$ cat src/verilog/mpmc_settings.svh
`ifndef MPMC_SETTINGS_SVH
`define MPMC_SETTINGS_SVH

// ==========================================================================
// Geometry of the line memory and the host data path
// ==========================================================================

// One line is the unit of a Wishbone transfer
`define MPMC_LINE_W 128
// A strip is one beat of the application read return
`define MPMC_STRIP_W 32
`define MPMC_STRIPS 4
// 64 lines of 16 bytes give a 1 KiB byte address space
`define MPMC_LINES 64
`define MPMC_ADR_W 10

// Pending requests between the host port and the controller
`define MPMC_FIFO_DEPTH 4
// Cycles a request may spend outside IDLE before the FSM gives up
`define MPMC_TIMEOUT 64

`endif

$ cat src/verilog/mpmc_pkg.sv
`include "mpmc_settings.svh"

package mpmc_pkg;

	// Controller states
	// The FSM walks them roughly in this order for a read-modify-write
	typedef enum logic [3:0] {
		IDLE,
		PRESET1,
		PRESET2,
		PRESET3,
		WRITE_DATA0,
		WRITE_DATA1,
		WRITE_DATA2,
		WRITE_DATA3,
		READ_DATA0,
		READ_DATA1,
		READ_DATA2,
		ALU,
		WRITE_TRAMP1,
		WAIT_NACK
	} mpmc_state_t;

	// Host command opcodes; everything past STORE is an atomic on one lane
	typedef enum logic [3:0] {
		CMD_LOAD,
		CMD_STORE,
		CMD_ADD,
		CMD_OR,
		CMD_AND,
		CMD_EOR,
		CMD_MIN,
		CMD_MAX,
		CMD_MINU,
		CMD_MAXU
	} mpmc_cmd_t;

	// Host request as it appears on the bus and in the command FIFO
	typedef struct packed {
		logic cyc;
		logic stb;
		mpmc_cmd_t cmd;
		logic [`MPMC_ADR_W-1:0] adr;
		logic [`MPMC_LINE_W/8-1:0] sel;
		logic [`MPMC_LINE_W-1:0] dat;
	} wb_req_t;

	// Host response
	typedef struct packed {
		logic ack;
		logic err;
		logic [`MPMC_LINE_W-1:0] dat;
	} wb_resp_t;

	// One strip beat returned by the line memory
	typedef struct packed {
		logic valid;
		logic [$clog2(`MPMC_STRIPS)-1:0] index;
		logic [`MPMC_STRIP_W-1:0] dat;
	} mpmc_strip_t;

endpackage

$ cat src/verilog/mpmc_rmw_alu.sv
`include "mpmc_settings.svh"

module mpmc_rmw_alu import mpmc_pkg::*; (
	input logic clk,
	input logic rst,
	input mpmc_cmd_t cmd,
	input logic [$clog2(`MPMC_STRIPS)-1:0] lane,
	input logic [`MPMC_STRIP_W-1:0] operand,
	input logic [`MPMC_LINE_W-1:0] old_line,
	output logic [`MPMC_LINE_W-1:0] alu_line
);

	logic [`MPMC_STRIP_W-1:0] old_lane;
	logic [`MPMC_STRIP_W-1:0] new_lane;
	logic [`MPMC_LINE_W-1:0] merged;
	logic lt_signed;
	logic lt_unsigned;

	always_comb begin
		old_lane = old_line[lane*`MPMC_STRIP_W +: `MPMC_STRIP_W];
		lt_signed = $signed(old_lane) < $signed(operand);
		lt_unsigned = old_lane < operand;

		case (cmd)
		CMD_ADD: new_lane = old_lane + operand;
		CMD_OR: new_lane = old_lane | operand;
		CMD_AND: new_lane = old_lane & operand;
		CMD_EOR: new_lane = old_lane ^ operand;
		CMD_MIN: new_lane = lt_signed ? old_lane : operand;
		CMD_MAX: new_lane = lt_signed ? operand : old_lane;
		CMD_MINU: new_lane = lt_unsigned ? old_lane : operand;
		CMD_MAXU: new_lane = lt_unsigned ? operand : old_lane;
		// Loads and stores leave the lane as it was
		default: new_lane = old_lane;
		endcase

		// Other lanes pass through untouched
		merged = old_line;
		merged[lane*`MPMC_STRIP_W +: `MPMC_STRIP_W] = new_lane;
	end

	// Result is ready in the cycle after ALU, which is WRITE_TRAMP1
	always_ff @(posedge clk) begin
		if (rst)
			alu_line <= '0;
		else
			alu_line <= merged;
	end

endmodule

$ cat config.mk
export PLATFORM = sky130hd
export DESIGN_NAME = mpmc_rmw_alu
export DESIGN_NICKNAME = d
export VERILOG_FILES = /design/src/verilog/mpmc_pkg.sv /design/src/verilog/mpmc_rmw_alu.sv
export VERILOG_INCLUDE_DIRS = /design/src /design/src/verilog
export SDC_FILE = /design/constraint.sdc
export NUM_CORES = 1
export LEC_CHECK = 0
export ABC_CLOCK_PERIOD_IN_PS = 5100
export BUFFER_PORTS_ARGS = -buffer_cell sky130_fd_sc_hd__buf_4
export CAP_MARGIN = 20
export CORE_MARGIN = 2
export CORE_UTILIZATION = 30
export DETAILED_ROUTE_END_ITERATION = 10
export HOLD_SLACK_MARGIN = 0.06
export RECOVER_POWER = 50
export SYNTH_ARGS = -nofsm -noshare
export SYNTH_HDL_FRONTEND = slang
export SYNTH_SLANG_ARGS = --single-unit
$ cat constraint.sdc
create_clock -name clk -period 5.1 [get_ports clk]
set_input_delay 0.765 -clock clk [delete_from_list [all_inputs] [get_ports clk]]
set_output_delay 0.765 -clock clk [all_outputs]
set_load 0.02 [all_outputs]
## Word level (Yosys, flattened, before mapping)

Cells that the tools add are included.

- Flip-flop bits (word level): 128
- Input port bits: 168
- Output and inout port bits: 128
- Word-level logic and storage cells: 25

- Add/subtract/negate cells: 2
- Order comparisons: 2
- Equal/unequal tests: 8
- Shift operators: 3
- Multiplexer cells: 6
- Bitwise gates (word level): 3

Operator list:

| kind | number |
|---|---|
| $pmux 32 s8 | 1 |
| $bwmux 128 | 1 |
| $mux 32 | 4 |
| $shift 32x34->128 const A | 1 |
| $shiftx 128x8->32 | 1 |
| $shiftx 32x34->128 | 1 |
| $lt 32x32->1 | 2 |
| $neg 7->34 | 1 |
| $add 32x32->32 | 1 |
| $and 32x32->32 | 1 |
| $or 32x32->32 | 1 |
| $xor 32x32->32 | 1 |
| $eq 4x3->1 const B | 4 |
| $eq 4x2->1 const B | 2 |
| $eq 4x4->1 const B | 2 |

## Logic depth before layout (Yosys ltp)

- Depth in word-level cells: 6
- Depth in mapped cells: 20
- Depth with buffers taken out: 15

## Worst setup path after synthesis

No wires, ideal clock.

- Path type: input-to-reg
- Start: input port lane[0]
- End: register alu_line[80]
- Library setup time: 0.117 ns
- Data arrival time: 5.300 ns
- Data required time: 4.983 ns
- Setup slack: -0.318 ns
- Stages: 16
- Path buffers: 6
- Cell sequence: clkbuf_1 clkbuf_1 mux4_2 inv_1 ha_1 buf_2 or4_4 or3_1 o31a_1 buf_6 mux2_4 o2111a_2 buf_6 buf_6 a211o_1 a32o_1

- Longest elaborated chain between the ends: 6
- Elaborated cells on any way between the ends: 16
- Those cells by class: add/sub (2); order compare (2); shift (3); mux (6); bitwise (3)

Ends and longest elaborated chain:

| element | RTL line | text |
|---|---|---|
| start, declared | mpmc_rmw_alu.sv:7 | `` input logic [$clog2(`MPMC_STRIPS)-1:0] lane, `` |
| $shiftx 128x8->32 | mpmc_rmw_alu.sv:20 | `` old_lane = old_line[lane*`MPMC_STRIP_W +: `MPMC_STRIP_W]; `` |
| $lt 32x32->1 (on tied branches) | mpmc_rmw_alu.sv:22, mpmc_rmw_alu.sv:21 |  |
| $mux 32 (on tied branches) | -- |  |
| $pmux 32 s8 | mpmc_rmw_alu.sv:24 | `case (cmd)` |
| $shiftx 32x34->128 | mpmc_rmw_alu.sv:39 | `` merged[lane*`MPMC_STRIP_W +: `MPMC_STRIP_W] = new_lane; `` |
| $bwmux 128 * | mpmc_rmw_alu.sv:39 |  |
| end signal, assigned | mpmc_rmw_alu.sv:47 | `alu_line <= merged;` |
| end, declared | mpmc_rmw_alu.sv:10 | `` output logic [`MPMC_LINE_W-1:0] alu_line `` |

Every way passes the cells marked *; elsewhere a longest branch is shown, timed or not.
A chain may end at the register's enable or synchronous reset.

## Worst setup path after layout

- Start: input port lane[0]
- End: register alu_line[76]

Same word-level chain as after synthesis.

==> run metrics <==
GR Overflow Total 0; H-tree levels 4; Syn Nets about 1400; GR Util met3 0.0361; DR vias 10700; multi-input combinational cell area roughly 0.0065 mm^2; EDFF count, synth 0; MaxCap Viol Count 0; most frequent cells in the layout 253 x buf_4, 131 x nand2_1, 129 x clkbuf_1; Vias per Instance 5.64; CTS tree done; fin area 0.0131 mm^2; Setup Total Neg Slack 0 ns; area added between synthesis and finish 34.7%; DRC 0; Main synth FF type dfxtp_1; Cell Rows 65; Die Ht about 180 um; min Tclk post-route 4.91 ns; Logic pwr share 0.354; post-DP HPWL between 30 and 40 mm; static leakage 5.75 nW; max FFs per register 128; Clock Sinks 128; Async S/R FF share, synth 0; pin count of the biggest net entering global routing 44; cells after synthesis 1163; CP cell instances buf_4, buf_6, mux4_2, inv_1, ha_1, inv_1, a21oi_1, o31ai_1, buf_4, nor4_1, o31a_1, buf_4, mux2i_4, nor3b_4, buf_12, a221oi_1, a2bb2oi_1, o21ai_0; Buffers on Ports 295; Worst EP required 5.36 ns; final period utilization 0.963; post-synthesis cell type count 73; hold buffer count at CTS 0; initial antenna violation count 1; I/O pins 296; TritonCTS Buffers 17; Seq cells post-synth between 100 and 150; placed instance area 0.0128 mm^2; worst-path fanout max 21; Largest Register alu_line; first-pass GRT wire length approximately 63 mm; worst hold slack between 0.5 and 0.6 ns; unrepaired setup endpoints after global routing no; routing usage on met1 0.313; sequential cell area 0.00256 mm^2; Synth Warn # 0; Rel. slew slack 0.298; Net Sw Frac 0.347; crit path to alu_line[76]; hold crit path type in -> reg; Clock Tree Buf Depth 2; area of the core 0.0317 mm^2; worst vdd ir between 0.2 and 0.25 mV; Crit. End Element flip-flop; Crit Path Class in -> reg; die area 0.0338 mm^2; sequential power share 0.285; Reg clk slew, reported paths 0.06 ns; vias in the first global route 10500; Clock power frac 0.361; Post-Place Worst Slack -0.313 ns; Die X 184 um; Initial DRC Count 749; slowest stage cell, crit path nor4_1; Critical path origin lane[0]; post-route ant nets 0; WL final 41.7 mm; nets 1760; root buf cell clkbuf_16; Worst EP arrival 5.17 ns; max incr delay on CP 0.60 ns; grt met2 use 0.410; outcome finished clean; TritonRoute pass-1 iters 5; P_int 2.48 mW; share of cells above drive strength 1 0.240; RD Place Congestion 0.953; most common cell after layout, fill and taps aside buf_4; busiest layer in global routing met2; Net Sw Power 1.32 mW; most used cell, CP buf_4; routed len/inst ~22 um; total track usage 0.242; worst slew pin tran between 1 and 1.5 ns; endpoints failing setup 0; FMAX 204 MHz; sequential area share after synthesis 0.264; average instance area after synthesis 8.33 um^2; Initial Utilization 0.306; P per Cell Area 291 mW/mm^2; Cell Area, Synth 0.00969 mm^2; largest registers alu_line x128; Final Hold Violating Endpoints 0; worst setup margin 0.190 ns; max-slew violations 0; critical path launch point type input pin; Fillers 3297
==> cell usage after synthesis (all sizes together), types with 5 or more instances <==
library cell    n  area (um^2)
o21ai         127          636
inv            85          319
a221o          14          140
or4             5         45.0
o31ai          32          240
ha            101         1260
and3            9         61.3
or2             5         31.3
nor3           20          100
mux4           30          676
a31oi           6         37.5
buf            20          130
dfxtp         128         2560
a21o           11         82.6
a211oi         11         87.6
a22oi          15          118
o21bai          9         67.6
nand2b          6         37.5
nand4           7         43.8
mux2i           6         72.6
clkbuf         60          225
o211ai         18          135
a22o           39          342
a32o           12          120
nor2b          10         62.6
nor2           60          225
nor4            8         56.3
a21oi          72          364
or3             8         50.1
nand3          14         70.1
nand2         131          492
a221oi         14          166
a211o           6         52.6
xnor2           7         61.3
==> metal layers <==
| layer | wire (um) | vias up |
|---|---|---|
| li1 | - | 4958 |
| met1 | 18000 | 5198 |
| met2 | 19700 | 521 |
| met3 | 2810 | 71 |
| met4 | 1280 | 0 |
| met5 | 0 | - |
==> worst min-delay path by stage <==
| stage | start | to | slack (ns) | cells past startpoint |
|---|---|---|---|---|
| finish | old_line[30] | alu_line[30] | 0.54 | 3 |
| global route | old_line[30] | alu_line[30] | 0.53 | 3 |
| CTS | old_line[30] | alu_line[30] | 0.52 | 3 |
| detailed placement | old_line[126] | alu_line[126] | 0.98 | 3 |
| global placement | old_line[30] | alu_line[30] | 0.97 | 3 |
| floorplan | old_line[109] | alu_line[109] | 0.87 | 2 |
==> area by class of cell <==
| cell class | instances | area share |
|---|---|---|
| antenna | 1 | 0.000192 |
| clock buffer | 18 | 0.0329 |
| clock inverter | 14 | 0.0174 |
| inverter | 85 | 0.0244 |
| multi-input combinational | 870 | 0.499 |
| sequential | 128 | 0.196 |
| tap | 402 | 0.0385 |
| timing repair buffer | 388 | 0.191 |
==> timing repair <==
action / 4_1_cts / 5_1_grt
hold endpoints to repair: 0 / 0
setup endpoints to repair: 0 / 4
setup buffers: 0 / 0
gates resized for setup: 0 / 3
==> per-stage QoR <==
step / total power, mW / cells / util
after global placement: 2.47 / 1869 / 0.404
after floorplan: 1.87 / 1163 / -
final: 3.79 / 1906 / 0.412
after global routing: 3.97 / 1906 / 0.412
after detailed placement: 2.47 / 1871 / 0.405
after CTS: 3.84 / 1903 / 0.426
==> cell families after synthesis <==
group / Yosys count / share of synthesized area
mux: 39 / 0.0811
buf+inv: 165 / 0.0696
simple gates: 292 / 0.140
xor+xnor: 8 / 0.00723
fa+ha+maj: 102 / 0.132
compound gates: 429 / 0.306
flops: 128 / 0.264
==> worst max-delay path: cells and delay by family <==
kind	cells	cell delay, ns
buffers and inverters	7	1.23
AND/OR/NAND/NOR	2	0.68
multiplexers	2	0.83
AO/OA/AOI/OAI	6	1.47
adder cells (fa/ha/maj)	1	0.17
==> power by group through the flow <==
stage,Combinational (mW),Clock (mW),Sequential [mW]
after floorplan,0.690,0,1.18
final,1.34,1.37,1.08
after CTS,1.37,1.39,1.08
after global placement,1.36,0,1.11
after detailed placement,1.37,0,1.10
after global routing,1.45,1.43,1.09
No activity file was read; power rests on OpenSTA's default activity.
