### src/verilog/mpmc_settings.svh
`ifndef MPMC_SETTINGS_SVH
`define MPMC_SETTINGS_SVH

// ==========================================================================
// Geometry of the line memory and the host data path
// ==========================================================================

// One line is the unit of a Wishbone transfer
`define MPMC_LINE_W 128
// A strip is one beat of the application read return
`define MPMC_STRIP_W 32
`define MPMC_STRIPS 4
// 64 lines of 16 bytes give a 1 KiB byte address space
`define MPMC_LINES 64
`define MPMC_ADR_W 10

// Pending requests between the host port and the controller
`define MPMC_FIFO_DEPTH 4
// Cycles a request may spend outside IDLE before the FSM gives up
`define MPMC_TIMEOUT 64

`endif

### src/verilog/mpmc_pkg.sv
`include "mpmc_settings.svh"

package mpmc_pkg;

	// Controller states
	// The FSM walks them roughly in this order for a read-modify-write
	typedef enum logic [3:0] {
		IDLE,
		PRESET1,
		PRESET2,
		PRESET3,
		WRITE_DATA0,
		WRITE_DATA1,
		WRITE_DATA2,
		WRITE_DATA3,
		READ_DATA0,
		READ_DATA1,
		READ_DATA2,
		ALU,
		WRITE_TRAMP1,
		WAIT_NACK
	} mpmc_state_t;

	// Host command opcodes; everything past STORE is an atomic on one lane
	typedef enum logic [3:0] {
		CMD_LOAD,
		CMD_STORE,
		CMD_ADD,
		CMD_OR,
		CMD_AND,
		CMD_EOR,
		CMD_MIN,
		CMD_MAX,
		CMD_MINU,
		CMD_MAXU
	} mpmc_cmd_t;

	// Host request as it appears on the bus and in the command FIFO
	typedef struct packed {
		logic cyc;
		logic stb;
		mpmc_cmd_t cmd;
		logic [`MPMC_ADR_W-1:0] adr;
		logic [`MPMC_LINE_W/8-1:0] sel;
		logic [`MPMC_LINE_W-1:0] dat;
	} wb_req_t;

	// Host response
	typedef struct packed {
		logic ack;
		logic err;
		logic [`MPMC_LINE_W-1:0] dat;
	} wb_resp_t;

	// One strip beat returned by the line memory
	typedef struct packed {
		logic valid;
		logic [$clog2(`MPMC_STRIPS)-1:0] index;
		logic [`MPMC_STRIP_W-1:0] dat;
	} mpmc_strip_t;

endpackage

### src/verilog/mpmc_wb_port.sv
`include "mpmc_settings.svh"

module mpmc_wb_port import mpmc_pkg::*; (
	input logic clk,
	input logic rst,
	input wb_req_t wb_req,
	output wb_resp_t wb_resp,
	input logic fifo_full,
	output logic push,
	input logic done,
	input wb_resp_t app_resp
);

	// High while a load or atomic sits in the controller awaiting its data
	logic waiting;

	// A new request is taken only when nothing is awaited and no ack is on the bus.
	// The ack cycle is excluded because the master still holds stb during it
	assign push = wb_req.cyc && wb_req.stb && !waiting && !fifo_full && !wb_resp.ack;

	always_ff @(posedge clk) begin
		// Read data is only meaningful with the completion ack
		if (waiting && done)
			wb_resp.dat <= app_resp.dat;
		if (rst) begin
			waiting <= 1'b0;
			wb_resp.ack <= 1'b0;
			wb_resp.err <= 1'b0;
		end else if (waiting && done) begin
			// Completion of the awaited request becomes a one-cycle ack
			wb_resp.ack <= 1'b1;
			wb_resp.err <= app_resp.err;
			waiting <= 1'b0;
		end else begin
			// Stores are posted, so the ack follows the push directly
			wb_resp.ack <= push && wb_req.cmd == CMD_STORE;
			wb_resp.err <= 1'b0;
			if (push && wb_req.cmd != CMD_STORE)
				waiting <= 1'b1;
		end
	end

endmodule

### config.mk
export PLATFORM = sky130hd
export DESIGN_NAME = mpmc_wb_port
export DESIGN_NICKNAME = d
export VERILOG_FILES = /design/src/verilog/mpmc_pkg.sv /design/src/verilog/mpmc_wb_port.sv
export VERILOG_INCLUDE_DIRS = /design/src /design/src/verilog
export SDC_FILE = /design/constraint.sdc
export NUM_CORES = 1
export LEC_CHECK = 0
export BUFFER_PORTS_ARGS = -buffer_cell sky130_fd_sc_hd__buf_4
export CORE_AREA = 2 2 167 169
export CTS_CLUSTER_SIZE = 20
export DETAILED_ROUTE_END_ITERATION = 7
export DIE_AREA = 0 0 169 171
export PLACE_DENSITY = 0.38
export RECOVER_POWER = 100
export SYNTH_ARGS = -nofsm -noshare
export SYNTH_HDL_FRONTEND = slang
export SYNTH_SLANG_ARGS = --single-unit
### constraint.sdc
create_clock -name clk -period 5 [get_ports clk]
set_input_delay 0.5 -clock clk [delete_from_list [all_inputs] [get_ports clk]]
set_output_delay 0.5 -clock clk [all_outputs]
set_load 0.03 [all_outputs]
# --- Yosys cells after proc, flatten, opt, wreduce, memory -nomap -nowiden ---
# Index checks and enable logic that the tools add are counted.
totals:
  ff_bits: 131
  inputBits: 294
classes:
  eq_ne: 2
  mux: 1
  bitwise_logic: 1
  n_reduce_logical: 12
op_table:
  columns: ["op", "count"]
  rows:
  - ["$logic_and 1x1->1", 7]
  - ["$eq 4x1->1 const B", 1]
  - ["$ne 4x1->1 const B", 1]
  - ["$reduce_or 2->1", 2]
  - ["$logic_not 1->1", 3]
  - ["$mux 2", 1]
  - ["$not 1->1", 1]

# --- Longest topological paths before layout ---
# Gate-level depths: netlist of run 1.
logic_depth:
  word_depth: 6
  ltp_mapped: 2
  ltp_nobuf: 2

# --- Worst setup path before layout of run 1 ---
# Ideal clock, no wire load.
synth_path:
  path_type: "input port to flip-flop"
  start: "input done"
  end: "register wb_resp[0] (netlist name) (enable)"
  setup_time_ns: 0.502
  arrival_ns: 3.429
  required_ns: 4.498
  path_slack_ns: 1.069
  stages: 1
  path_cell_list: "and2_1"
synth_via:
  elab_chain_len: 1
synth_rtl:
  columns: ["item", "line", "source"]
  rows:
  - ["start: declaration", "mpmc_wb_port.sv:10", "input logic done,"]
  - ["$logic_and 1x1->1", "mpmc_wb_port.sv:23", "if (waiting && done)"]
  - ["end: declaration", "mpmc_wb_port.sv:7", "output wb_resp_t wb_resp,"]
# Every way passes these cells.
# A chain may end at the register's enable or synchronous reset.

# --- Worst setup path after layout of run 1 ---
layout_path:
  start: "register waiting"
  end: "register wb_resp[82] (netlist name) (enable)"
layout_via:
  elab_chain_len: 1
layout_rtl:
  columns: ["item", "line", "source"]
  rows:
  - ["start: declaration", "mpmc_wb_port.sv:15", "logic waiting;"]
  - ["start signal: assignment", "mpmc_wb_port.sv:26", "waiting <= 1'b0;"]
  - ["start signal: assignment", "mpmc_wb_port.sv:33", "waiting <= 1'b0;"]
  - ["start signal: assignment", "mpmc_wb_port.sv:39", "waiting <= 1'b1;"]
  - ["$logic_and 1x1->1", "mpmc_wb_port.sv:23", null]
# Every way passes these cells.

==> out/metrics.cfg, run 1 <==
[worst_setup_path]
cp_max_fo = 48
crit_type = register to register
critical_path.startpoint_type = register
cp.required_ns = 4.99
worstSetupEndpointType = register
crit_arrival_ns = 2.99

[sta]
max_freq_ghz = 0.3335
hold_viol = 0
tightest_slew_ns = 1.989
slew_headroom_pct = -32.60
clock_skew_ns = 0.009933
timing.final.max_slew_violations = 39
finalCriticalPeriod_ns = 2.999
tns_ns = 0
rsz0062_at_grt = no
min_period_over_period_pct = 59.98
setup_violations = 0

[yosys]
syn_nets = 435
synth_top_area_share_pct = 96.24
avgSynthCellArea_um2 = 28.33
synth_area_mm2 = 0.003994
yosysSeqAreaShare_pct = 97.74
synth.top_cells.by_area = edfxtp_1, dfxtp_1, o41ai_2
synth_top_area_cell = edfxtp_1
synthCells = 141
ys_warn_count = 0
yosys_register_bits = 131
synth_cell_types = 12

[drt]
drt_iter0_drc = 67
routedWlPerCell_um = 16.50
num_vias = 2609
finalWirelength_um = 13040
ant_nets = 0
drt-vias-per-instance = 3.303
drc = 0
firstDrtPassIters = 4

[power_and_ir_drop]
total_power_mw = 2.533
leakagePower_nw = 2.256
power_density_mw_per_mm2 = 390.1
ir_drop_mv = 0.1637

[cts]
cts_buffer_depth = 2
cts.sinks = 131
root_buffer = clkbuf_16
path_clk_slew_ns = 0.06
cts_resized = 0
cts_htree_levels = 4
cts_buffers = 17
clk_latency_ns = 0.41
post-cts-setup-buffer-count = 0
holdBufCountCts = 0
cts_tree = yes

[final_layout]
antenna_cells = 0
regArea_mm2 = 0.003904
fill_cells = 2959
area_growth_pct = 62.56
nNetsFinal = 725
multi_input_area_um2 = 85.08
drive_gt1_share_pct = 37.39

[global_routing]
antenna_found_initial = 1
overflow = 0
grt_pass1_vias = 2867
grt_max_degree = 49
grt_use_total_pct = 8.833
grt_pass1_wl_um = 18280

[placement]
portBuffers = 269
dp_hpwl_um = 10040
gp_congestion = 0.7089

[status]
status = finished, violations left
violations = capacitance limit, slew limit

[floorplan]
fp.dieH_um = 171
die_w_um = 169
dieArea_mm2 = 0.02890
core.rowCount = 61
core_mm2 = 0.02732
pin_count = 425
initial_utilization_pct = 14.62

[run]
cap_violations = 1

[hold_path]
hold_class = primary input to register

[power breakdown]
group	total [mW]	internal, mW	switching [mW]
registers	1.23	1.23	0.00462
clock network	1.17	0.683	0.488
logic	0.133	0.0680	0.0646
[metal layers]
| layer | vias up | GRT usage [%] | part of all wire (%) |
|---|---|---|---|
| li1 | 1165 | - | - |
| met1 | 1232 | 10.29 | 42 |
| met2 | 199 | 13.35 | 44 |
| met3 | 11 | 5.390 | 13 |
| met4 | 2 | 3.122 | 0.97 |
| met5 | - | 0 | 0.10 |
[critical path, stage by stage, from the launching register on]
cell and delay [ns]:
dfxtp_1 0.41, and2_4 0.60, clkbuf_1 1.48
[cell families (layout without fill, tap and decap cells)]
family | Yosys count | after routing | synth area share [%]
DFF | 131 | 131 | 97.74
buffers and inverters | 0 | 303 | 0
AOI/OAI and AO/OA | 2 | 2 | 0.6267
and+or+nand+nor | 8 | 8 | 1.629
[Yosys cell counts]
cell and number:
edfxtp_1 128, dfxtp_1 3, and2_1 1, and3b_1 1
nand3b_1 1, nand4bb_1 1, nor2_1 1, nor4b_1 1
o41ai_1 1, o41ai_2 1, or3b_2 1, or4b_1 1
[area by class of cell]
| cell class | instances | area share [%] |
|---|---|---|
| clock buffers | 19 | 6.668 |
| clock inverters | 13 | 1.696 |
| multi-input cells | 10 | 1.310 |
| flip-flops and latches | 131 | 60.13 |
| well taps | 346 | 6.668 |
| repair buffers | 271 | 23.53 |
[state kept, by name, summed over array words and instances (netlist names)]
register,cells
waiting,1
wb_resp,130
[path summary, 6_finish.rpt]
kind	start	end	slack, ns	cells after the start
setup / recovery	waiting$_SDFFE_PP0P_	wb_resp[82]$_DFFE_PP_	2.00	2
hold / removal	app_resp[84]	wb_resp[84]$_DFFE_PP_	0.28	1
setup reg to reg	waiting$_SDFFE_PP0P_	wb_resp[82]$_DFFE_PP_	2.00	2
hold reg to reg	waiting$_SDFFE_PP0P_	wb_resp[129]$_SDFF_PP0_	0.55	2
[through the flow]
stage / hold slack, ns / utilization, % / instance area (µm²) / instances / setup slack (ns)
6_report: 0.2806 / 23.76 / 6492 / 790 / 2.001
3_5_place_dp: 0.5736 / 23.66 / 6464 / 758 / 2.682
4_1_cts: 0.2277 / 25.64 / 7007 / 790 / 2.830
2_1_floorplan: 0.5067 / - / 3994 / 141 / 1.069
5_1_grt: 0.2520 / 23.76 / 6492 / 790 / 1.714
3_3_place_gp: 0.5454 / 23.66 / 6464 / 758 / 2.731
[cell usage in the layout (no fill, tap or decap)]
cell type,count
and2_4,1
and3b_1,1
buf_4,11
bufinv_16,1
clkbuf_1,137
clkbuf_16,17
clkbuf_4,125
clkinv_1,2
clkinv_2,3
clkinv_4,1
clkinvlp_4,3
dfxtp_1,3
edfxtp_1,128
inv_6,3
nand3b_1,1
nand4bb_1,1
nor2_1,1
nor4b_1,1
o41ai_1,2
or3b_2,1
or4b_1,1
No activity file was read; power rests on OpenSTA's default activity.
==> run 2: changes to the inputs <==
- CORE_AREA: 2 2 167 169 -> 2 2 165 167
- DIE_AREA: 0 0 169 171 -> 0 0 167 169
- PLACE_DENSITY: 0.38 -> 0.4
- clock period: 5 -> 2.6 ns (I/O delays scaled with it)
==> run 2 against run 1 <==
- the flow now finishes without violations
- die area down 2.3%
- cell area is 11% higher
- wire length up 4.7%
- critical path depth unchanged
- clock power grew 95%
- final cell count grew 8.0%
- clock skew fell by 0.0044 ns
- worst hold slack worse by 0.23 ns
- register-to-register slack worse by 1.3 ns
- total power up 97%
- critical endpoint is now wb_resp[50]$_DFFE_PP_
- largest cell class unchanged
- highest routed layer is now met4
==> out/metrics.cfg, run 2 (synthesis gave the netlist of run 1 again) <==
[final_layout]
fill_cells = 2791  ; -5.7%
top_register = wb_resp
top_regs = wb_resp: 130 flops, waiting: 1 flops
nNetsFinal = 793  ; +9.4%
final_common_cell = clkbuf_1
area_growth_pct = 80.08
drive_gt1_share_pct = 32.23  ; -5.2 points
antenna_cells = 0  ; unchanged
largest_reg_flops = 130  ; unchanged
final_cell_mix = clkbuf_1, edfxtp_1, clkbuf_4
final_util_pct = 27.14  ; +3.4 points

[cts]
clk_latency_ns = 0.41  ; about the same
cts.sinks = 131  ; unchanged
cts_buffer_depth = 2  ; unchanged
post-cts-setup-buffer-count = 0  ; unchanged
holdBufCountCts = 13  ; +13
root_buffer = clkbuf_16
cts_resized = 0  ; unchanged
cts_buffers = 17  ; unchanged
cts_htree_levels = 4  ; unchanged
cts_tree = yes
path_clk_slew_ns = 0.06  ; about the same

[sta]
rsz0062_at_grt = no
setup_violations = 0  ; unchanged
tns_ns = 0  ; unchanged
max_freq_ghz = 0.5211  ; +56%
hold_viol = 0  ; unchanged
tightest_slew_ns = 0.9152  ; -1.074 ns
slew_headroom_pct = 38.98  ; +72 points
min_period_over_period_pct = 73.81  ; +14 points
timing.final.max_slew_violations = 0  ; -100%
finalCriticalPeriod_ns = 1.919  ; -1.080 ns
clock_skew_ns = 0.005498  ; -0.004435 ns

[worst_setup_path]
crit_type = register to register
cp.required_ns = 2.68  ; -2.31 ns
cp_max_fo = 49  ; +2.1%
crit_arrival_ns = 2.00  ; -0.99 ns
worstSetupEndpointType = register
crit_chain = and2_2, buf_12
cp_slowest_stage_delay_ns = 0.75  ; -0.73 ns
path_delay_family = simple AND/OR/NAND/NOR gates
cp_slowest_cell = and2_2
rrSetupSlack_ns = 0.68  ; -1.32 ns
cp.buffers_inverters = 1  ; unchanged
critical_path.startpoint_type = register

[drt]
drc = 0  ; unchanged
firstDrtPassIters = 4  ; unchanged
num_vias = 2867  ; +9.9%
drt-vias-per-instance = 3.361  ; +1.8%
drt_iter0_drc = 129  ; +93%
ant_nets = 0  ; unchanged
routedWlPerCell_um = 16.00  ; -3.0%
finalWirelength_um = 13650  ; +4.7%

[global_routing]
grt_max_degree = 50  ; +2.0%
grt_use_total_pct = 9.403  ; +0.57 points
overflow = 0  ; unchanged
grt_pass1_vias = 3014  ; +5.1%
antenna_found_initial = 0  ; -1
grt_pass1_wl_um = 19150  ; +4.8%

[placement]
dp_hpwl_um = 10390  ; +3.5%
gp_congestion = 0.7134  ; +0.63%
portBuffers = 269  ; unchanged

[floorplan]
initial_utilization_pct = 15.07  ; +0.45 points
core_mm2 = 0.02650  ; -3.0%
die_w_um = 167  ; -1.2%
fp.dieH_um = 169  ; -1.2%
core.rowCount = 60  ; -1.6%
dieArea_mm2 = 0.02822  ; -2.3%
pin_count = 425  ; unchanged

[run]
cap_violations = 0  ; -1

[power_and_ir_drop]
power_density_mw_per_mm2 = 693.3  ; +78%
ir_drop_mv = 0.2864  ; +75%
leakagePower_nw = 2.539  ; +13%

[status]
status = completed

[hold_path]
hold_class = primary input to register

## run 2: cell count changes in the layout (fill, tap and decap cells not counted), sizes merged
cell / delta
dlygate4sd3: +68
clkinv: -3
inv: +3
clkbuf: -2
buf: +1
clkinvlp: +1
## run 2: area by class of cell
class                   count  area (µm²)  area share [%]
clock inverters            14       126.4           1.757
multi-input cells          10       83.83           1.166
well taps                 341       426.7           5.932
flip-flops and latches    131        3904           54.28
clock buffers              18       429.2           5.967
repair buffers            339        2222           30.90
## run 2: stage by stage
stage	std cells	hold slack (ns)	power, mW	area [µm²]	setup slack (ns)
floorplan	141	0.3589	2.485	3995	0.1528
global placement	753	0.4384	2.705	6482	0.9674
detailed placement	753	0.4393	2.712	6482	0.9294
CTS	798	0.00005504	5.058	7168	0.9216
global route	853	0.02239	5.208	7192	0.5533
finish	853	0.04821	4.986	7192	0.6808
## run 2: worst register-to-register path: stages (launching register included)
cell and delay [ns]:
dfxtp_1 0.39, and2_2 0.75, buf_12 0.41
## run 2: metal layers
| metal | global-route usage (%) | vias up | routed length, µm |
|---|---|---|---|
| met5 | 0 | - | 0 |
| li1 | - | 1300 | - |
| met3 | 5.775 | 9 | 1654 |
| met1 | 11.19 | 1363 | 5774 |
| met4 | 2.586 | 0 | 126 |
| met2 | 14.24 | 195 | 6096 |
## run 2: worst paths after layout
path / start / end / cells after the start
min reg2reg: waiting$_SDFFE_PP0P_ / wb_resp[129]$_SDFF_PP0_ / 1
max reg2reg: waiting$_SDFFE_PP0P_ / wb_resp[50]$_DFFE_PP_ / 2
max: waiting$_SDFFE_PP0P_ / wb_resp[50]$_DFFE_PP_ / 2
min: app_resp[38] / wb_resp[38]$_DFFE_PP_ / 1
## run 2: power breakdown
group	internal [mW]	switching (mW)	leakage [nW]
logic	0.197	0.143	1.10
clock network	1.33	0.956	0.262
registers	2.35	0.00907	1.18
total	3.88	1.11	2.54
