**config.mk**
```make
export PLATFORM = sky130hd
export DESIGN_NAME = mpmc_app_ctrl
export DESIGN_NICKNAME = d
export VERILOG_FILES = /design/src/verilog/mpmc_pkg.sv /design/src/verilog/mpmc_app_ctrl.sv
export VERILOG_INCLUDE_DIRS = /design/src /design/src/verilog
export SDC_FILE = /design/constraint.sdc
export NUM_CORES = 1
export LEC_CHECK = 0
export ABC_AREA = 1
export BUFFER_PORTS_ARGS = -buffer_cell sky130_fd_sc_hd__buf_4
export CAP_MARGIN = 5
export CORE_AREA = 2 2 293 295
export DETAILED_ROUTE_END_ITERATION = 8
export DIE_AREA = 0 0 295 297
export GPL_TIMING_DRIVEN = 0
export SLEW_MARGIN = 20
export SYNTH_ARGS = -nofsm -noshare
export SYNTH_HDL_FRONTEND = slang
export SYNTH_SLANG_ARGS = --single-unit
```
**constraint.sdc**
```tcl
create_clock -name clk -period 3 [get_ports clk]
set_input_delay 0.3 -clock clk [delete_from_list [all_inputs] [get_ports clk]]
set_output_delay 0.3 -clock clk [all_outputs]
set_load 0.03 [all_outputs]
```
**src/verilog/mpmc_settings.svh**
```systemverilog
`ifndef MPMC_SETTINGS_SVH
`define MPMC_SETTINGS_SVH

// ==========================================================================
// Geometry of the line memory and the host data path
// ==========================================================================

// One line is the unit of a Wishbone transfer
`define MPMC_LINE_W 128
// A strip is one beat of the application read return
`define MPMC_STRIP_W 32
`define MPMC_STRIPS 4
// 64 lines of 16 bytes give a 1 KiB byte address space
`define MPMC_LINES 64
`define MPMC_ADR_W 10

// Pending requests between the host port and the controller
`define MPMC_FIFO_DEPTH 4
// Cycles a request may spend outside IDLE before the FSM gives up
`define MPMC_TIMEOUT 64

`endif

```
**src/verilog/mpmc_pkg.sv**
```systemverilog
`include "mpmc_settings.svh"

package mpmc_pkg;

	// Controller states
	// The FSM walks them roughly in this order for a read-modify-write
	typedef enum logic [3:0] {
		IDLE,
		PRESET1,
		PRESET2,
		PRESET3,
		WRITE_DATA0,
		WRITE_DATA1,
		WRITE_DATA2,
		WRITE_DATA3,
		READ_DATA0,
		READ_DATA1,
		READ_DATA2,
		ALU,
		WRITE_TRAMP1,
		WAIT_NACK
	} mpmc_state_t;

	// Host command opcodes; everything past STORE is an atomic on one lane
	typedef enum logic [3:0] {
		CMD_LOAD,
		CMD_STORE,
		CMD_ADD,
		CMD_OR,
		CMD_AND,
		CMD_EOR,
		CMD_MIN,
		CMD_MAX,
		CMD_MINU,
		CMD_MAXU
	} mpmc_cmd_t;

	// Host request as it appears on the bus and in the command FIFO
	typedef struct packed {
		logic cyc;
		logic stb;
		mpmc_cmd_t cmd;
		logic [`MPMC_ADR_W-1:0] adr;
		logic [`MPMC_LINE_W/8-1:0] sel;
		logic [`MPMC_LINE_W-1:0] dat;
	} wb_req_t;

	// Host response
	typedef struct packed {
		logic ack;
		logic err;
		logic [`MPMC_LINE_W-1:0] dat;
	} wb_resp_t;

	// One strip beat returned by the line memory
	typedef struct packed {
		logic valid;
		logic [$clog2(`MPMC_STRIPS)-1:0] index;
		logic [`MPMC_STRIP_W-1:0] dat;
	} mpmc_strip_t;

endpackage

```
**src/verilog/mpmc_app_ctrl.sv**
```systemverilog
`include "mpmc_settings.svh"

module mpmc_app_ctrl import mpmc_pkg::*; (
	input logic clk,
	input logic rst,
	input mpmc_state_t state,
	input logic timed_out,
	input wb_req_t fifo_out,
	input logic [`MPMC_LINE_W-1:0] alu_line,
	input logic rdy,
	input logic wdf_rdy,
	input mpmc_strip_t rd_strip,
	output logic app_en,
	output logic app_wr,
	output logic [`MPMC_ADR_W-1:0] app_adr,
	output logic app_wdf_wren,
	output logic [`MPMC_LINE_W-1:0] app_wdf_data,
	output logic [`MPMC_LINE_W/8-1:0] app_wdf_mask,
	output logic [$clog2(`MPMC_STRIPS+1)-1:0] req_strip_cnt,
	output logic [$clog2(`MPMC_STRIPS+1)-1:0] resp_strip_cnt,
	output logic rd_data_valid,
	output logic pop,
	output logic done,
	output wb_resp_t app_resp,
	output logic [`MPMC_LINE_W-1:0] old_line
);

	localparam int STRIP_B = `MPMC_STRIP_W / 8;
	localparam int MASK_W = `MPMC_LINE_W / 8;
	localparam int STRIP_LSB = $clog2(STRIP_B);
	localparam int LINE_LSB = $clog2(MASK_W);
	localparam int IDX_W = $clog2(`MPMC_STRIPS);

	logic is_store;
	logic in_write;
	logic [MASK_W-1:0] lane_en;

	assign is_store = fifo_out.cmd == CMD_STORE;
	assign in_write = state inside {WRITE_DATA0, WRITE_DATA1, WRITE_DATA2, WRITE_DATA3};

	// ======================================================================
	// Application port
	// ======================================================================

	// One read command per strip, then a single line-wide write command
	assign app_en = (state == READ_DATA1 && req_strip_cnt != `MPMC_STRIPS) ||
		state == WRITE_DATA0;
	assign app_wr = state == WRITE_DATA0;
	// The strip field wraps back to zero once all commands are out, so
	// the write address is always line aligned
	assign app_adr = {fifo_out.adr[`MPMC_ADR_W-1:LINE_LSB], req_strip_cnt[IDX_W-1:0],
		{STRIP_LSB{1'b0}}};

	assign app_wdf_wren = state == WRITE_DATA3;
	assign app_wdf_data = is_store ? fifo_out.dat : alu_line;
	// Mask bits are active high, so a set bit keeps the byte in memory.
	// An atomic only touches the four bytes of its lane
	assign lane_en = MASK_W'({STRIP_B{1'b1}}) << (fifo_out.adr[LINE_LSB-1:STRIP_LSB] * STRIP_B);
	assign app_wdf_mask = is_store ? ~fifo_out.sel : ~lane_en;

	// ======================================================================
	// Read strip tracking
	// ======================================================================

	always_ff @(posedge clk) begin
		if (rst || state == PRESET1) begin
			req_strip_cnt <= '0;
			resp_strip_cnt <= '0;
			rd_data_valid <= 1'b0;
		end else begin
			if (app_en && rdy && !app_wr)
				req_strip_cnt <= req_strip_cnt + 1'b1;
			if (rd_strip.valid) begin
				resp_strip_cnt <= resp_strip_cnt + 1'b1;
				// Last strip in, the old line is complete
				if (resp_strip_cnt == `MPMC_STRIPS - 1)
					rd_data_valid <= 1'b1;
			end
		end
	end

	// Strips land in their slot whatever order they arrive in
	always_ff @(posedge clk) begin
		if (rd_strip.valid)
			old_line[rd_strip.index*`MPMC_STRIP_W +: `MPMC_STRIP_W] <= rd_strip.dat;
	end

	// ======================================================================
	// Completion
	// ======================================================================

	// Loads finish at WAIT_NACK, atomics just before their write starts.
	// A timeout completes any read that has not answered yet
	assign done = state == WAIT_NACK || state == WRITE_TRAMP1 ||
		(timed_out && !is_store && !in_write);
	assign pop = state == WAIT_NACK || (state == WRITE_DATA3 && wdf_rdy) || timed_out;

	assign app_resp.ack = done;
	assign app_resp.err = timed_out;
	assign app_resp.dat = old_line;

endmodule

```
Yosys cells after proc, flatten, opt, wreduce, memory -nomap -nowiden. Index checks and enable logic that the tools add are counted. W data, S select, Z words.

Bits in registers: 135. Bits in latches: 0. RAM bits: 0. Memory bits (read-only): 0. Input port bits: 332. Output and inout port bits: 424. Word-level logic and storage cells: 43. Memories kept: 0.

Add/subtract/negate cells: 3. Multipliers: 0. Divide/modulo/power cells: 0. $lt $le $gt $ge: 0. Equality and inequality tests: 11. Shifts and indexed selects: 3. Mux-type cells: 3. Bitwise logic cells: 2. Reduce and logical (&&, ||, !) cells: 17.

Operator list (number): $bwmux W128 (1); $mux W128 (1); $shift A32 B34 Y128 const A (1); $shiftx A32 B34 Y128 (1); $neg A7 Y34 (1); $not A16 Y16 (2); $eq A4 B3 Y1 const B (4); $mux W16 (1); $shl A4 B4 Y16 const A (1); $eq A4 B4 Y1 const B (3); $eq A4 B1 Y1 const B (2); $add A3 B1 Y3 const B (2); $logic_and A1 B1 Y1 (6); $logic_or A1 B1 Y1 (6); $reduce_bool A4 Y1 (1); $eq A3 B2 Y1 const B (1); $logic_not A1 Y1 (3); $ne A3 B3 Y1 const B (1); $reduce_and A2 Y1 (1).

Logic depth before layout (Yosys ltp). Gate-level depths: netlist of the first run.

Depth after elaboration: 5. Gate-level depth with buffers: 8.

Worst setup path before layout of the first run. No wires, ideal clock.

Path type: in2reg. Start point: input port rd_strip[32] (netlist bit). End point: register old_line[0] (enable). Setup time: 0.387 ns. Arrival time: 1.663 ns. Path slack: 0.950 ns. Stages on the path: 5. Buffers on the path: 1. Cells stage by stage: inv_1 -> clkbuf_1 -> ha_1 -> nand2_1 -> inv_1.

RTL lines: start, declared (RTL line mpmc_app_ctrl.sv:12) `input mpmc_strip_t rd_strip,`; end signal, assigned by index (RTL line mpmc_app_ctrl.sv:85) `` old_line[rd_strip.index*`MPMC_STRIP_W +: `MPMC_STRIP_W] <= rd_strip.dat; ``; end, declared (RTL line mpmc_app_ctrl.sv:25) `` output logic [`MPMC_LINE_W-1:0] old_line ``.

Worst setup path in the final report of the first run.
Start point: input port fifo_out[157] (netlist bit). End point: output port app_wdf_mask[3].

Longest elaborated chain between the ends: 2.

Ends and longest elaborated chain: start, declared (RTL line mpmc_app_ctrl.sv:8) `input wb_req_t fifo_out,`; $eq A4 B1 Y1 (RTL line mpmc_app_ctrl.sv:38) `assign is_store = fifo_out.cmd == CMD_STORE;`; $mux W16 (RTL line mpmc_app_ctrl.sv:59) `assign app_wdf_mask = is_store ? ~fifo_out.sel : ~lane_en;`; end, declared (RTL line mpmc_app_ctrl.sv:18) `` output logic [`MPMC_LINE_W/8-1:0] app_wdf_mask, ``.

Every way passes these cells.

==> metrics.txt, run 1 <==
outcome=finished, final reports clean; die width=295 um; Top Ports=756; floorplan core area=84500 um2; clk sinks=135; initial antenna violation count=1; Pwr Density=400 nW/um2; Yosys reg bits=135; final non-filler cell total=2627; ys async rst share=0%; GP Congestion=0.874; ratio of cells with drive above 1 in the final layout=72.4%; Post-synth EDFFs=128; top_reg_cell synth=edfxtp_1; CTS resizes=0; Post-Route WL=46000 um; critical path capture point type=output pin; hold_sp=rd_strip[1]; vias in the first global route=8284; largest net degree at the start of global routing=29; max-slew violations=0; post-CTS setup buffer count=0; Cell Area, Synth=8330 um2; Residual DRC=0; WS Path Type=input pin to output pin; worst-path maximum fanout=10; placed instance count=2593; Starting Density=9.86%; crit path launch=fifo_out[157]; DP Area=15400 um2; Worst Setup Start Kind=input pin; Synth Area per Inst=11.9 um2; detailed placer's ending HPWL=38900 um; row count=107; Slew headroom=38.5%; H-tree levels=4; RSZ-0062 raised after global routing=false; first-pass GRT wire length=60700 um; Hold Buf Count CTS=0; Post-Syn Instances=702; Worst IR Drop VDD=0.367 mV; total CTS buffers=17; global-route usage over all layers=9.91%; WL/cell=17.5 um; Worst EP arrival=2410 ps; final hold violation count=0; # setup viols final=0; DIE HEIGHT=297 um; Skew-Pair Late Insertion Delay=460 ps; worst r2r src=req_strip_cnt[0]; via count=8276; Worst Tran Pin Value=914 ps; Area Overhead vs Synth=92.1%; Final Skew=4.07 ps; nets=1809; Pre-Repair DR Iteration Count=4; CTS tree=done; HP Class=input pin to flop; post-route cell area=16000 um2; yosys warns=0; Final min period=2710 ps; Power, Total=6.40 mW; DR vias/cell=3.15; Die ar.=87600 um2; Clock Root Buffer=clkbuf_16; 1st-iter DRT viols=452; Clk pin slew, worst setup/hold paths=60 ps; Seq/Total Area, Yosys=47.8%; I/O Buffers=742; Max Fclk=369 MHz; WP data required=2700 ps; Final Cycle Share=90.3%; LEAKAGE=7.20 nW; Max Cap Viol=0; unique cell type count in the Yosys netlist=29; number of antenna-violating nets in the routed design=0; grt total ovfl=0; clock tree buffer depth=2
==> logic make-up (layout without fill, tap and decap cells) <==
family | Yosys count | after routing | share of synthesized area (%)
mux | 128 | 128 | 21.8
buf+inv | 225 | 1003 | 17.5
simple gates | 171 | 171 | 9.16
fa+ha+maj | 9 | 9 | 1.35
xor+xnor | 2 | 2 | 0.210
other cells | 1 | 4 | 0.0450
flops | 135 | 135 | 47.8
compound gates | 31 | 31 | 2.12
==> synthesized netlist by cell type, types with 3 or more instances <==
cell type	instances	area share (%)
mux2_2	29	3.9
o21ai_0	18	1.1
o21ai_2	3	0.32
nand3_1	6	0.36
nor3_1	74	4.4
clkbuf_1	13	0.59
buf_1	6	0.27
a21oi_1	6	0.36
ha_1	9	1.4
buf_4	140	13
dfxtp_1	7	1.7
mux2_4	99	18
buf_2	5	0.30
nand2_1	25	1.1
inv_1	49	2.2
nor3b_1	4	0.36
buf_6	11	1.5
nor2_1	60	2.7
edfxtp_1	128	46
==> registers in the layout (all words and copies together), names as in the netlist <==
signal          count
old_line          128
req_strip_cnt       3
resp_strip_cnt      3
rd_data_valid       1
==> final timing paths <==
path	cells past startpoint	to	slack, ps
setup / recovery	8	app_wdf_mask[3]	290
hold / removal	3	old_line[33]	180
setup reg to reg	8	req_strip_cnt[0]	1500
hold reg to reg	2	resp_strip_cnt[2]	490
==> stage by stage <==
step / util [%] / setup TNS (ps) / hold WS, ps / setup WS (ps)
2_1_floorplan: - / 0 / 529 / 950
3_3_place_gp: 18.2 / -10950 / 472 / -287
3_5_place_dp: 18.2 / -5480 / 478 / -230
4_1_cts: 18.9 / 0 / 144 / 294
5_1_grt: 18.9 / 0 / 182 / 142
6_report: 18.9 / 0 / 178 / 291
==> placed cells by master, fill, tap and decap left out, types with 3 or more instances in the layout <==
cell type	count
clkinv_4	3
inv_1	45
inv_2	5
o21ai_2	3
ha_1	9
nor3_1	74
nor3b_1	4
a21oi_1	6
nand3_1	6
dfxtp_1	7
clkbuf_16	17
edfxtp_1	128
buf_6	11
buf_2	5
nor2_1	60
clkbuf_1	13
mux2_4	99
mux2_2	29
buf_12	4
o21ai_0	18
clkinvlp_4	5
buf_1	6
buf_4	882
nand2_1	25
==> worst max-delay path, cell delays in order <==
cell      delay [ps]
buf_4            130
nor2_1           100
nand3b_1         190
buf_6            230
buf_6            200
o21ai_0          370
o21ai_0          520
buf_4            320
==> power breakdown <==
part           switching [mW]  leakage, nW  internal (mW)
clock                   0.895        0.269           1.22
combinational            1.15         5.89          0.910
sequential             0.0733         1.04           2.15
==> layout make-up <==
type	instances	area, um2
sequential	135	3980
buffer	175	1270
timing repair buffer	746	5650
clock buffer	18	429
antenna	2	5.00
inverter	50	188
clock inverter	14	151
multi-input combinational	343	2890
tap	1144	1430
fill	9320	68500
==> routing by layer <==
| metal | routed length, um | global-route usage (%) | vias to the layer above | share of wire (%) |
|---|---|---|---|---|
| li1 | - | - | 3820 | - |
| met1 | 19900 | 12.6 | 3952 | 43 |
| met2 | 21200 | 16.1 | 462 | 46 |
| met3 | 3970 | 2.69 | 42 | 8.6 |
| met4 | 1000 | 3.27 | 0 | 2.2 |
| met5 | 0 | 0 | - | 0 |
(Power assumes the default switching activity.)
==> run 2: changes to the inputs <==
--- a/config.mk
+++ b/config.mk
@@ -7,11 +7,10 @@
 export NUM_CORES = 1
 export LEC_CHECK = 0
 export ABC_AREA = 1
-export BUFFER_PORTS_ARGS = -buffer_cell sky130_fd_sc_hd__buf_4
-export CAP_MARGIN = 5
-export CORE_AREA = 2 2 293 295
+export CORE_AREA = 2 2 294 296
 export DETAILED_ROUTE_END_ITERATION = 8
-export DIE_AREA = 0 0 295 297
+export DIE_AREA = 0 0 296 298
+export DONT_BUFFER_PORTS = 1
 export GPL_TIMING_DRIVEN = 0
 export SLEW_MARGIN = 20
 export SYNTH_ARGS = -nofsm -noshare
==> run 2 against run 1 <==
Wire length decreased by 3.5%; first-iteration DRC count decreased by 15%; clock skew decreased by 3.5 ps; power decreased by 9.0%; clock-buffer cell count decreased by 1; register-to-register slack got worse by 280 ps; utilization decreased by 6.6 points; worst setup slack got worse by 20 ps; critical path type is now flop to output pin; via count decreased by 31%; worst hold slack got worse by 75 ps; combinational power decreased by 45%; die area increased by 0.68%; largest cell class is now sequential cells.
==> metrics.txt, run 2 (same netlist as run 1, synthesis figures left out) <==
outcome=finished, final reports clean; ratio of cells with drive above 1 in the final layout=44.8% (-28 points); Slew headroom=24.9% (-14 points); LEAKAGE=3.78 nW (-48%); detailed placer's ending HPWL=38000 um (-2.3%); met3 Usage GRT=5.51% (+2.8 points); WL/cell=23.5 um (+34%); GRT Max-Usage Layer=met2; Starting Density=9.81% (-0.047 points); floorplan core area=84900 um2 (+0.48%); Worst EP arrival=2430 ps (+20 ps); commonest non-fill, non-tap cell in the layout=buf_4; worst-case reg-to-reg path depth=8 (unchanged); CTS tree=done; DR vias/cell=3.02 (-4.2%); register-to-register setup slack=1220 ps (-280 ps); Pre-Repair DR Iteration Count=4 (unchanged); via count=5701 (-31%); Global Route met2 Usage=14.4% (-1.7 points); TNS Setup=0 ps (unchanged); vias in the first global route=5551 (-33%); Area Overhead vs Synth=25.9%; Pwr Density=555 nW/um2 (+39%); largest register by flop count=old_line; DP Area=9850 um2 (-36%); Max Fclk=366 MHz (-0.74%); RSZ-0062 raised after global routing=false; total CTS buffers=17 (unchanged); hold path depth=2 (-1); worst-path maximum fanout=5 (-5); GP Congestion=1.02 (+16%); Top Ports=756 (unchanged); worst r2r src=req_strip_cnt[0]; 1st-iter DRT viols=383 (-15%); HP Class=input pin to flop; Clock Root Buffer=clkbuf_16; largest net degree at the start of global routing=29 (unchanged); Die ar.=88200 um2 (+0.68%); number of antenna-violating nets in the routed design=0 (unchanged); Post-Route WL=44400 um (-3.5%); initial antenna violation count=8 (+7); critical path capture point type=output pin; die width=296 um (+0.34%); max-slew violations=0 (unchanged); Final min period=2730 ps (+20.1 ps); Residual DRC=0 (unchanged); Max Cap Viol=0 (unchanged); post-route cell area=10500 um2 (-34%); Regs by FF count=old_line: 128 flops, req_strip_cnt: 3 flops, resp_strip_cnt: 3 flops; Final Cycle Share=91.0% (+0.67 points); Worst IR Drop VDD=0.541 mV (+48%); grt total ovfl=0 (unchanged); H-tree levels=4 (unchanged); Skew-Pair Late Insertion Delay=450 ps (about the same); crit path launch=req_strip_cnt[0]; clk sinks=135 (unchanged); DIE HEIGHT=298 um (+0.34%); I/O Buffers=0 (-100%); Power, Total=5.82 mW (-9.0%); Clk pin slew, worst setup/hold paths=80 ps (+20 ps); Worst Tran Pin Value=1130 ps (+213 ps); FF-to-FF End=req_strip_cnt[0]; Hold Buf Count CTS=0 (unchanged); met1 GRT Util=10.9% (-1.7 points); nets=1067 (-41%); Final Skew=0.617 ps (-3.45 ps); # setup viols final=0 (unchanged); WS Path Type=flop to output pin; final hold violation count=0 (unchanged); global-route usage over all layers=9.44% (-0.46 points); CTS resizes=0 (unchanged); row count=107 (unchanged); commonest non-fill, non-tap cells in the layout=buf_4, edfxtp_1, mux2_4; worst hold path endpoint=old_line[63]; WP data required=2700 ps (about the same); Worst Setup Start Kind=flop; hold_sp=rd_strip[31]; max FFs per register=128 (unchanged); clock tree buffer depth=2 (unchanged); post-CTS setup buffer count=0 (unchanged); first-pass GRT wire length=54600 um (-10%)
-- run 2: per-stage QoR --
step	std cells	worst slack, ps	hold slack [ps]	utilization (%)
final	1889	270	103	12.4
after global routing	1885	97.0	71.5	12.3
after CTS	1883	125	57.7	12.3
after detailed placement	1851	-187	562	11.6
after global placement	1847	-156	562	11.5
after floorplan	703	950	529	-
-- run 2: layer usage --
metal / vias up / routed length, um
met4: 2 / 1020
li1: 2338 / -
met5: - / 13
met2: 426 / 20200
met1: 2898 / 17000
met3: 37 / 6160
-- run 2: area by class of cell --
cell class,instances,area [um2]
diodes,6,15.0
plain buffers,175,1270
clock buffers,17,425
clock inverters,15,200
fillers,9666,74400
inverters,50,188
multi-input cells,343,2900
flip-flops and latches,135,3980
well taps,1144,1430
repair buffers,4,80.1
-- run 2: where the power goes --
group	internal [mW]	leakage, nW	switching [mW]
Clock	1.28	0.304	1.01
Sequential	2.15	1.04	0.253
Combinational	0.318	2.43	0.813
-- run 2: worst max-delay path by stage --
stage,to,slack [ps]
global placement,old_line[69],-160
floorplan,old_line[0],950
finish,app_en,270
detailed placement,old_line[69],-190
global route,app_en,100
CTS,app_en,130
-- run 2: worst max-delay path, cell delays in order (launching register included) --
cell and delay, ps:
dfxtp_1 700, inv_1 130, ha_1 220, nand2_1 60, inv_1 50, o21ai_0 800
